`src/design/mapper_pkg.sv`:
```
`default_nettype none

package mapper_pkg;

    typedef logic [7:0] reg_addr_t;
    typedef logic [7:0] reg_data_t;
    typedef logic [9:0] bank_t;
    typedef logic [8:0] rom_bank_t;
    typedef logic [3:0] ram_bank_t;
    typedef logic [7:0] linear_t;
    typedef logic [6:0] addr_ext_t;
    typedef logic [3:0] addr_hi_t;

    typedef enum logic [2:0] {
        wait_aa,
        wait_55,
        cmd,
        fast_mode,
        fast_mode_write,
        single_write,
        erase
    } flash_state_t;

    // 2001 mapper
    localparam reg_addr_t LINEAR_ADDR_OFF = 8'hC0;
    localparam reg_addr_t RAM_BANK = 8'hC1;
    localparam reg_addr_t ROM_BANK_0 = 8'hC2;
    localparam reg_addr_t ROM_BANK_1 = 8'hC3;

    // 2003 mapper
    localparam reg_addr_t MEMORY_CTRL = 8'hCE;
    localparam reg_addr_t RAM_BANK_L = 8'hD0;
    localparam reg_addr_t RAM_BANK_H = 8'hD1;
    localparam reg_addr_t ROM_BANK_0_L = 8'hD2;
    localparam reg_addr_t ROM_BANK_0_H = 8'hD3;
    localparam reg_addr_t ROM_BANK_1_L = 8'hD4;
    localparam reg_addr_t ROM_BANK_1_H = 8'hD5;

    // nileswan extension
    localparam reg_addr_t POW_CNT = 8'hE2;
    localparam reg_addr_t BANK_MASK_LO = 8'hE4;
    localparam reg_addr_t BANK_MASK_HI = 8'hE5;
    localparam reg_addr_t EMU_CNT = 8'hE6;

    localparam reg_data_t POW_UNLOCK = 8'hFD;
    localparam bank_t BANK_RESET = 10'h3FF;

    // flash command bytes
    localparam reg_data_t CMD_AA = 8'hAA;
    localparam reg_data_t CMD_55 = 8'h55;
    localparam reg_data_t CMD_FAST = 8'h20;
    localparam reg_data_t CMD_WRITE = 8'hA0;
    localparam reg_data_t CMD_ERASE_SECTOR = 8'h30;
    localparam reg_data_t CMD_ERASE_CHIP = 8'h10;
    localparam reg_data_t CMD_FAST_EXIT = 8'h90;

endpackage

`default_nettype wire
```
`src/design/mapper_cfg_if.sv`:
```
`timescale 1ns/1ps
`default_nettype none

interface mapper_cfg_if;
    import mapper_pkg::*;

    bank_t ram_bank;
    bank_t rom0_bank;
    bank_t rom1_bank;
    linear_t linear_off;
    rom_bank_t rom_mask;
    ram_bank_t ram_mask;
    logic apply_rom0;
    logic apply_rom1;
    logic apply_ram;
    logic self_flash;
    logic sram_en;
    logic flash_emu_en;
    logic rom_8bit;

    modport regs (
        output ram_bank, rom0_bank, rom1_bank, linear_off, rom_mask, ram_mask,
        output apply_rom0, apply_rom1, apply_ram,
        output self_flash, sram_en, flash_emu_en, rom_8bit
    );

    modport mapper (
        input ram_bank, rom0_bank, rom1_bank, linear_off, rom_mask, ram_mask,
        input apply_rom0, apply_rom1, apply_ram,
        input self_flash, sram_en, flash_emu_en, rom_8bit
    );

    modport emu (input flash_emu_en);

endinterface

`default_nettype wire

```
`src/design/cart_mapper.sv`:
```
`timescale 1ns/1ps
`default_nettype none

module cart_mapper #(
    parameter int unsigned ROM_PSRAM_BANKS = 128
) (
    input wire logic SClk,
    input wire logic rst,
    input wire logic io_wr,
    input wire mapper_pkg::reg_addr_t io_addr,
    input wire mapper_pkg::reg_data_t wr_data,
    output mapper_pkg::reg_data_t io_rd_data,
    output logic io_ack,
    input wire mapper_pkg::addr_hi_t mem_hi,
    input wire logic mem_a0,
    input wire logic mem_active,
    input wire logic mem_read,
    input wire logic mem_wr,
    output mapper_pkg::addr_ext_t addr_ext,
    output logic psram1_sel,
    output logic psram2_sel,
    output logic sram_sel,
    output logic lb_off,
    output logic ub_off,
    output logic emu_catch,
    output mapper_pkg::reg_data_t emu_rd_data
);

    logic psram_hit, ram_area;
    logic pass_read, pass_write;

    mapper_cfg_if u_cfg_if ();

    bank_regs u_bank_regs (
        .SClk(SClk),
        .rst(rst),
        .io_wr(io_wr),
        .io_addr(io_addr),
        .wr_data(wr_data),
        .rd_data(io_rd_data),
        .ack(io_ack),
        .cfg(u_cfg_if)
    );

    addr_map #(
        .ROM_PSRAM_BANKS(ROM_PSRAM_BANKS)
    ) u_addr_map (
        .mem_hi(mem_hi),
        .mem_a0(mem_a0),
        .mem_active(mem_active),
        .mem_read(mem_read),
        .cfg(u_cfg_if),
        .pass_read(pass_read),
        .pass_write(pass_write),
        .psram_hit(psram_hit),
        .ram_area(ram_area),
        .addr_ext(addr_ext),
        .psram1_sel(psram1_sel),
        .psram2_sel(psram2_sel),
        .sram_sel(sram_sel),
        .lb_off(lb_off),
        .ub_off(ub_off)
    );

    flash_emu u_flash_emu (
        .SClk(SClk),
        .rst(rst),
        .mem_wr(mem_wr),
        .wr_data(wr_data),
        .psram_hit(psram_hit),
        .ram_area(ram_area),
        .cfg(u_cfg_if),
        .pass_read(pass_read),
        .pass_write(pass_write),
        .catch(emu_catch),
        .catch_data(emu_rd_data)
    );

endmodule

`default_nettype wire

```
`src/design/flash_emu.sv`:
```
`timescale 1ns/1ps
`default_nettype none

module flash_emu (
    input wire logic SClk,
    input wire logic rst,
    input wire logic mem_wr,
    input wire mapper_pkg::reg_data_t wr_data,
    input wire logic psram_hit,
    input wire logic ram_area,
    mapper_cfg_if.emu cfg,
    output logic pass_read,
    output logic pass_write,
    output logic catch,
    output mapper_pkg::reg_data_t catch_data
);
    import mapper_pkg::*;

    flash_state_t state;
    logic emu_active;

    // command sequence is tracked even with emulation off
    always_ff @(posedge SClk) begin
        if (rst) begin
            state <= wait_aa;
        end else if (mem_wr && psram_hit) begin
            case (state)
                wait_aa: if (wr_data == CMD_AA) state <= wait_55;
                wait_55: state <= (wr_data == CMD_55) ? cmd : wait_aa;
                cmd: begin
                    case (wr_data)
                        CMD_FAST: state <= fast_mode;
                        CMD_WRITE: state <= single_write;
                        CMD_ERASE_SECTOR, CMD_ERASE_CHIP: state <= erase;
                        default: state <= wait_aa;
                    endcase
                end
                fast_mode: begin
                    if (wr_data == CMD_WRITE)
                        state <= fast_mode_write;
                    else if (wr_data == CMD_FAST_EXIT)
                        state <= wait_aa;
                end
                fast_mode_write: state <= fast_mode;
                single_write: state <= wait_aa;
                erase: state <= (wr_data == CMD_AA) ? wait_55 : wait_aa;
                default: state <= wait_aa;
            endcase
        end
    end

    assign emu_active = cfg.flash_emu_en & ram_area;

    assign pass_read = ~(emu_active && (state == erase || state == fast_mode));
    assign pass_write = ~emu_active || state == single_write || state == fast_mode_write;

    // blocked reads are answered with the erase pattern or status zero
    assign catch = ~pass_read & psram_hit;
    assign catch_data = (state == erase) ? 8'hFF : 8'h00;

endmodule

`default_nettype wire

```
`src/design/addr_map.sv`:
```
`timescale 1ns/1ps
`default_nettype none

module addr_map #(
    parameter int unsigned ROM_PSRAM_BANKS = 128
) (
    input wire mapper_pkg::addr_hi_t mem_hi,
    input wire logic mem_a0,
    input wire logic mem_active,
    input wire logic mem_read,
    mapper_cfg_if.mapper cfg,
    input wire logic pass_read,
    input wire logic pass_write,
    output logic psram_hit,
    output logic ram_area,
    output mapper_pkg::addr_ext_t addr_ext,
    output logic psram1_sel,
    output logic psram2_sel,
    output logic sram_sel,
    output logic lb_off,
    output logic ub_off
);
    import mapper_pkg::*;

    // bank limits widened by one bit so a 256-bank chip still fits
    localparam logic [9:0] PSRAM1_TOP = 10'(ROM_PSRAM_BANKS);
    localparam logic [9:0] PSRAM2_TOP = 10'(2 * ROM_PSRAM_BANKS);

    rom_bank_t bank_sel, masked_rom;
    ram_bank_t masked_ram;
    logic [9:0] bank_wide;
    logic sel_rom, sel_ram, apply_mask;
    logic psram1_addr, psram2_addr, sram_addr, psram_ok, eight_bit;

    always_comb begin
        bank_sel = 9'h000;
        sel_rom = 1'b0;
        sel_ram = 1'b0;
        apply_mask = 1'b0;
        case (mem_hi)
            4'h0: begin
            end
            4'h1: begin
                // RAM window goes to ROM space while self flashing
                sel_rom = cfg.self_flash;
                sel_ram = ~cfg.self_flash;
                bank_sel = cfg.ram_bank[8:0];
                apply_mask = cfg.apply_ram;
            end
            4'h2: begin
                sel_rom = 1'b1;
                bank_sel = cfg.rom0_bank[8:0];
                apply_mask = cfg.apply_rom0;
            end
            4'h3: begin
                sel_rom = 1'b1;
                bank_sel = cfg.rom1_bank[8:0];
                apply_mask = cfg.apply_rom1;
            end
            default: begin
                sel_rom = 1'b1;
                bank_sel = {cfg.linear_off[4:0], mem_hi};
            end
        endcase
    end

    assign masked_rom = apply_mask ? (bank_sel & cfg.rom_mask) : bank_sel;
    assign masked_ram = cfg.apply_ram ? (cfg.ram_bank[3:0] & cfg.ram_mask) : cfg.ram_bank[3:0];
    assign bank_wide = {1'b0, masked_rom};

    assign psram1_addr = sel_rom && (bank_wide < PSRAM1_TOP);
    assign psram2_addr = sel_rom && (bank_wide >= PSRAM1_TOP) && (bank_wide < PSRAM2_TOP);
    assign sram_addr = sel_ram && !masked_ram[3] && cfg.sram_en;

    assign ram_area = (mem_hi == 4'h1);
    assign psram_hit = mem_active & (psram1_addr | psram2_addr);

    // flash emulator can hold back either direction
    assign psram_ok = mem_active & (mem_read ? pass_read : pass_write);
    assign psram1_sel = psram_ok & psram1_addr;
    assign psram2_sel = psram_ok & psram2_addr;
    assign sram_sel = mem_active & sram_addr;

    // SRAM only looks at the low three bank bits
    assign addr_ext[2:0] = sel_ram ? masked_ram[2:0] : masked_rom[2:0];
    assign addr_ext[6:3] = masked_rom[6:3];

    assign eight_bit = ram_area | cfg.rom_8bit;
    assign lb_off = eight_bit & mem_a0;
    assign ub_off = eight_bit & ~mem_a0;

endmodule

`default_nettype wire

```
`src/design/bank_regs.sv`:
```
`timescale 1ns/1ps
`default_nettype none

module bank_regs (
    input wire logic SClk,
    input wire logic rst,
    input wire logic io_wr,
    input wire mapper_pkg::reg_addr_t io_addr,
    input wire mapper_pkg::reg_data_t wr_data,
    output mapper_pkg::reg_data_t rd_data,
    output logic ack,
    mapper_cfg_if.regs cfg
);
    import mapper_pkg::*;

    bank_t ram_bank, rom0_bank, rom1_bank;
    linear_t linear_off;
    rom_bank_t rom_mask;
    ram_bank_t ram_mask;
    logic apply_rom0, apply_rom1, apply_ram;
    logic self_flash, sram_en, flash_emu_en, rom_8bit;
    // extension enables from POW_CNT
    logic ext_en, en_2001, en_2003;

    always_ff @(posedge SClk) begin
        if (rst) begin
            ram_bank <= BANK_RESET;
            rom0_bank <= BANK_RESET;
            rom1_bank <= BANK_RESET;
            linear_off <= 8'hFF;
            rom_mask <= 9'h1FF;
            ram_mask <= 4'hF;
            apply_rom0 <= 1'b1;
            apply_rom1 <= 1'b1;
            apply_ram <= 1'b1;
            self_flash <= 1'b0;
            sram_en <= 1'b1;
            flash_emu_en <= 1'b0;
            rom_8bit <= 1'b0;
            ext_en <= 1'b1;
            en_2001 <= 1'b1;
            en_2003 <= 1'b1;
        end else if (io_wr) begin
            case (io_addr)
                LINEAR_ADDR_OFF: linear_off <= wr_data;
                RAM_BANK: ram_bank[7:0] <= wr_data;
                ROM_BANK_0: rom0_bank[7:0] <= wr_data;
                ROM_BANK_1: rom1_bank[7:0] <= wr_data;
                RAM_BANK_L: if (en_2003) ram_bank[7:0] <= wr_data;
                ROM_BANK_0_L: if (en_2003) rom0_bank[7:0] <= wr_data;
                ROM_BANK_1_L: if (en_2003) rom1_bank[7:0] <= wr_data;
                RAM_BANK_H: if (en_2003) ram_bank[9:8] <= wr_data[1:0];
                ROM_BANK_0_H: if (en_2003) rom0_bank[9:8] <= wr_data[1:0];
                ROM_BANK_1_H: if (en_2003) rom1_bank[9:8] <= wr_data[1:0];
                MEMORY_CTRL: if (en_2003) self_flash <= wr_data[0];
                BANK_MASK_LO: if (ext_en) rom_mask[7:0] <= wr_data;
                BANK_MASK_HI: begin
                    if (ext_en) begin
                        rom_mask[8] <= wr_data[0];
                        apply_rom0 <= wr_data[1];
                        apply_rom1 <= wr_data[2];
                        apply_ram <= wr_data[3];
                        ram_mask <= wr_data[7:4];
                    end
                end
                POW_CNT: begin
                    // unlock value gets through even with the extension off
                    if (ext_en || wr_data == POW_UNLOCK) begin
                        ext_en <= wr_data[2];
                        en_2001 <= wr_data[3];
                        en_2003 <= wr_data[4];
                        sram_en <= wr_data[6];
                    end
                end
                EMU_CNT: begin
                    if (ext_en) begin
                        flash_emu_en <= wr_data[2];
                        rom_8bit <= wr_data[3];
                    end
                end
                default: begin
                end
            endcase
        end
    end

    // unmapped addresses read zero without ack
    always_comb begin
        ack = 1'b1;
        rd_data = 8'h00;
        case (io_addr)
            LINEAR_ADDR_OFF: rd_data = linear_off;
            RAM_BANK, RAM_BANK_L: rd_data = ram_bank[7:0];
            ROM_BANK_0, ROM_BANK_0_L: rd_data = rom0_bank[7:0];
            ROM_BANK_1, ROM_BANK_1_L: rd_data = rom1_bank[7:0];
            RAM_BANK_H: rd_data = {6'h00, ram_bank[9:8]};
            ROM_BANK_0_H: rd_data = {6'h00, rom0_bank[9:8]};
            ROM_BANK_1_H: rd_data = {6'h00, rom1_bank[9:8]};
            MEMORY_CTRL: rd_data = {7'h00, self_flash};
            BANK_MASK_LO: rd_data = rom_mask[7:0];
            BANK_MASK_HI: rd_data = {ram_mask, apply_ram, apply_rom1, apply_rom0, rom_mask[8]};
            POW_CNT: rd_data = {1'b0, sram_en, 1'b0, en_2003, en_2001, ext_en, 2'b00};
            EMU_CNT: rd_data = {4'h0, rom_8bit, flash_emu_en, 2'b00};
            default: ack = 1'b0;
        endcase
    end

    assign cfg.ram_bank = ram_bank;
    assign cfg.rom0_bank = rom0_bank;
    assign cfg.rom1_bank = rom1_bank;
    assign cfg.linear_off = linear_off;
    assign cfg.rom_mask = rom_mask;
    assign cfg.ram_mask = ram_mask;
    assign cfg.apply_rom0 = apply_rom0;
    assign cfg.apply_rom1 = apply_rom1;
    assign cfg.apply_ram = apply_ram;
    assign cfg.self_flash = self_flash;
    assign cfg.sram_en = sram_en;
    assign cfg.flash_emu_en = flash_emu_en;
    assign cfg.rom_8bit = rom_8bit;

endmodule

`default_nettype wire

```
`config.mk`:
```
export PLATFORM = sky130hd
export DESIGN_NAME = cart_mapper
export DESIGN_NICKNAME = d
export VERILOG_FILES = /design/src/design/mapper_pkg.sv /design/src/design/mapper_cfg_if.sv /design/src/design/cart_mapper.sv /design/src/design/flash_emu.sv /design/src/design/addr_map.sv /design/src/design/bank_regs.sv
export SDC_FILE = /design/constraint.sdc
export NUM_CORES = 1
export LEC_CHECK = 0
export BUFFER_PORTS_ARGS = -buffer_cell sky130_fd_sc_hd__buf_2
export CAP_MARGIN = 10
export CORE_MARGIN = 5
export CORE_UTILIZATION = 50
export DETAILED_ROUTE_END_ITERATION = 6
export PLACE_DENSITY = 0.78
export SYNTH_ARGS = -nofsm -noshare
export SYNTH_HDL_FRONTEND = slang
export SYNTH_SLANG_ARGS = --single-unit
```
`constraint.sdc`:
```
create_clock -name SClk -period 2.7 [get_ports SClk]
set_input_delay 0.54 -clock SClk [delete_from_list [all_inputs] [get_ports SClk]]
set_output_delay 0.54 -clock SClk [all_outputs]
set_load 0.005 [all_outputs]
```
==> impl_metrics.tcl <==
set metrics [dict create \
    r2r_cells 3 \
    peakVddDrop_v 0.000320 \
    pre_cts_ws_ps -41.5 \
    die_area_mm2 0.00979 \
    cp.required_ps 2160 \
    root_buffer "clkbuf_8" \
    route.antenna.remaining_nets 0 \
    cpPeakStageDelay_ps 360 \
    mostFrequentLayoutCells "dfxtp_1 (64), buf_2 (54), nand2_1 (53)" \
    utilization_pct 58.4 \
    min_period_ps 2680 \
    clk_latency_ps 350 \
    drc 0 \
    dpl.cell_count 600 \
    hold_viol 0 \
    cp.buffers_inverters 2 \
    cts_tree "yes" \
    slowest_stage "mux2_2" \
    drive_above_1_share_pct 23.9 \
    antenna_found_initial 0 \
    place.detailed.hpwl_um 8980 \
    yosysWarnings 0 \
    routed_wl_um 12800 \
    cts_buffers 9 \
    cp_top_family "compound AO/OA/AOI/OAI gates" \
    synth_edf_count 0 \
    grtUsageMet3_pct 7.29 \
    setup_violations 0 \
    worstPathArrival_ps 2140 \
    clkTransAtPathRegs_ps 70 \
    drt-initial-drc-count 473 \
    grt_use_total_pct 26.1 \
    reg2reg_slack_ps 920 \
    synth_ff_type "dfxtp_1" \
    nNetsFinal 537 \
    powerDensity_mw_per_mm2 442 \
    fin_cells 616 \
    gp_congestion 0.972 \
    holdPathEnd "u_bank_regs.cfg.linear_off[5]" \
    die_y_um 98.9 \
    clkSinkCount 64 \
    fin_setup_tns_ps 0 \
    holdCritStartpoint "u_bank_regs.cfg.linear_off[5]" \
    firstDrtPassIters 5 \
    leakage_nw 1.85 \
    async_reset_ff_share_pct 0 \
    fin_crit_sh_pct 99.3 \
    gr-max-usage-layer "met2" \
    design_area_mm2 0.00451 \
    r2r_end "u_bank_regs.cfg.rom1_bank[4]" \
    post_drt_wl_per_cell_um 20.7 \
    synth_nets 490 \
    vias 4020 \
    worst_slack_ps 18.5 \
    clk_path_buf_depth 2 \
    coreArea_mm2 0.00773 \
    rows 32 \
    vias_per_cell 6.53 \
    diodes 0 \
    grt_max_degree 38 \
    min_path_cells 1 \
    use_met2_pct 38.9 \
    grt_use_met1_pct 34.3 \
    drv_cap 0 \
    final_common_cell "dfxtp_1" \
    status "finished, final reports clean" \
    slew_headroom_pct 55.8 \
    worst_pin_slew_ps 657 \
    synth_cells 463 \
    crit_chain "clkbuf_4 > mux2_2 > a221o_1 > o221ai_1 > nand2_1 > nor4b_2 > buf_2" \
    grt_pass1_wl_um 20300 \
    critPathKind "input pin to output port" \
    placed_cell_area_mm2 0.00430 \
    synth.ff_latch_count 64 \
    crit_fanout 8 \
    crit_path_end_kind "output port" \
    area_growth_pct 14.1 \
    syn_area_mm2 0.00395 \
    rr_startpoint "u_bank_regs.en_2003" \
    hold_path.class "flip-flop to flip-flop" \
    max_freq_mhz 373 \
    slew_viol_final 0 \
    rsz0062_at_grt "false" \
    die_w_um 98.9 \
    grt_overflow_total 0 \
    grt_pass1_vias 3911 \
    ys_seq_area_share_pct 32.4 \
    yosys.cell_types.count 64 \
    io_buffers 56 \
    post_synth.cell_area_avg_um2 8.54 \
    io-pin-count 57 \
    start_kind "input pin" \
    fin_worst_skew_ps 11.1 \
    h-tree-depth 3 \
    start_util_pct 51.2 \
]
## how the worst max path moves through the flow
| stage | from | slack (ps) | cells past startpoint | endpoint |
|---|---|---|---|---|
| 2_1_floorplan | mem_hi[0] | 310 | 7 | emu_catch |
| 3_3_place_gp | io_addr[0] | 50 | 7 | io_rd_data[1] |
| 3_5_place_dp | mem_hi[1] | -40 | 7 | emu_catch |
| 4_1_cts | mem_hi[1] | 20 | 7 | emu_catch |
| 5_1_grt | io_addr[6] | 5 | 7 | io_rd_data[1] |
| 6_report | mem_hi[1] | 20 | 7 | emu_catch |
## state kept, by name (all words and copies together), names as in the netlist, 3 cells and up
register and flops:
u_bank_regs.cfg.linear_off 8, u_bank_regs.cfg.ram_bank 10, u_bank_regs.cfg.ram_mask 4, u_bank_regs.cfg.rom0_bank 10
u_bank_regs.cfg.rom1_bank 10, u_bank_regs.cfg.rom_mask 9, u_flash_emu.state 3
## cells by family (layout without fill, tap and decap cells)
logic type      Yosys count  count (layout)  share of synthesized area (%)
flops                    64              64                           32.4
xor+xnor                  3               3                          0.665
buf+inv                  60             111                           7.85
simple gates            198             198                           29.1
mux                      29              29                           7.59
compound gates          109             109                           22.4
## Yosys cell counts, drive strengths merged (2+ instances only)
cell type	n	area share [%]
dfxtp	64	32
nand2	53	5.0
nor2	41	4.0
a211o	32	7.1
clkbuf	26	2.5
buf	21	4.1
mux2i	21	5.3
nor2b	19	3.0
o21ai	17	2.2
inv	12	1.1
nand3	11	1.8
nand3b	11	2.1
nor3	10	1.3
o211ai	10	1.9
a222oi	9	2.3
mux2	8	2.3
a22oi	7	1.3
nand2b	7	1.1
a21oi	6	0.76
a221oi	6	1.3
nand4	6	0.95
nor4	6	1.7
nor4b	6	2.1
a22o	4	0.89
and3	4	0.63
or4	4	0.85
nand4b	3	1.0
nor3b	3	0.57
a221o	2	0.51
a31oi	2	0.32
and2	2	0.32
and3b	2	0.44
and4	2	0.44
nand4bb	2	0.57
o2111ai	2	0.44
o221ai	2	0.44
or3	2	0.32
xnor2	2	0.44
## power by group
part           total (W)  internal, W  switching, W
registers       0.000949     0.000946    0.00000237
clock network   0.000810     0.000442      0.000368
logic           0.000236    0.0000873      0.000149
total            0.00199      0.00148      0.000519
## metal layers
layer  vias up  wire length (µm)
met5         -                 0
met4         0               338
met3        35              1460
met2       266              5800
met1      1916              5150
li1       1803                 -
## stage by stage
| stage | total power [W] | hold slack [ps] |
|---|---|---|
| 6_report | 0.00199 | 474 |
| 5_1_grt | 0.00206 | 496 |
| 4_1_cts | 0.00200 | 475 |
| 3_5_place_dp | 0.00120 | 459 |
| 3_3_place_gp | 0.00119 | 452 |
| 2_1_floorplan | 0.00111 | 435 |
## repair_timing
action                                  CTS  global route
hold buffers                              0             0
setup buffers                             0             1
hold endpoints to repair                  0             0
endpoints found under the setup margin    2             8
resized for setup                         3             3
## layout make-up
cell class / instances / area [µm²]
repair buffers: 83 / 488
multi-input cells: 339 / 2380
fillers: 688 / 3220
clock buffers: 11 / 141
clock inverters: 4 / 45.0
flip-flops and latches: 64 / 1280
inverters: 13 / 48.8
well taps: 102 / 128
(Power assumes the default switching activity.)
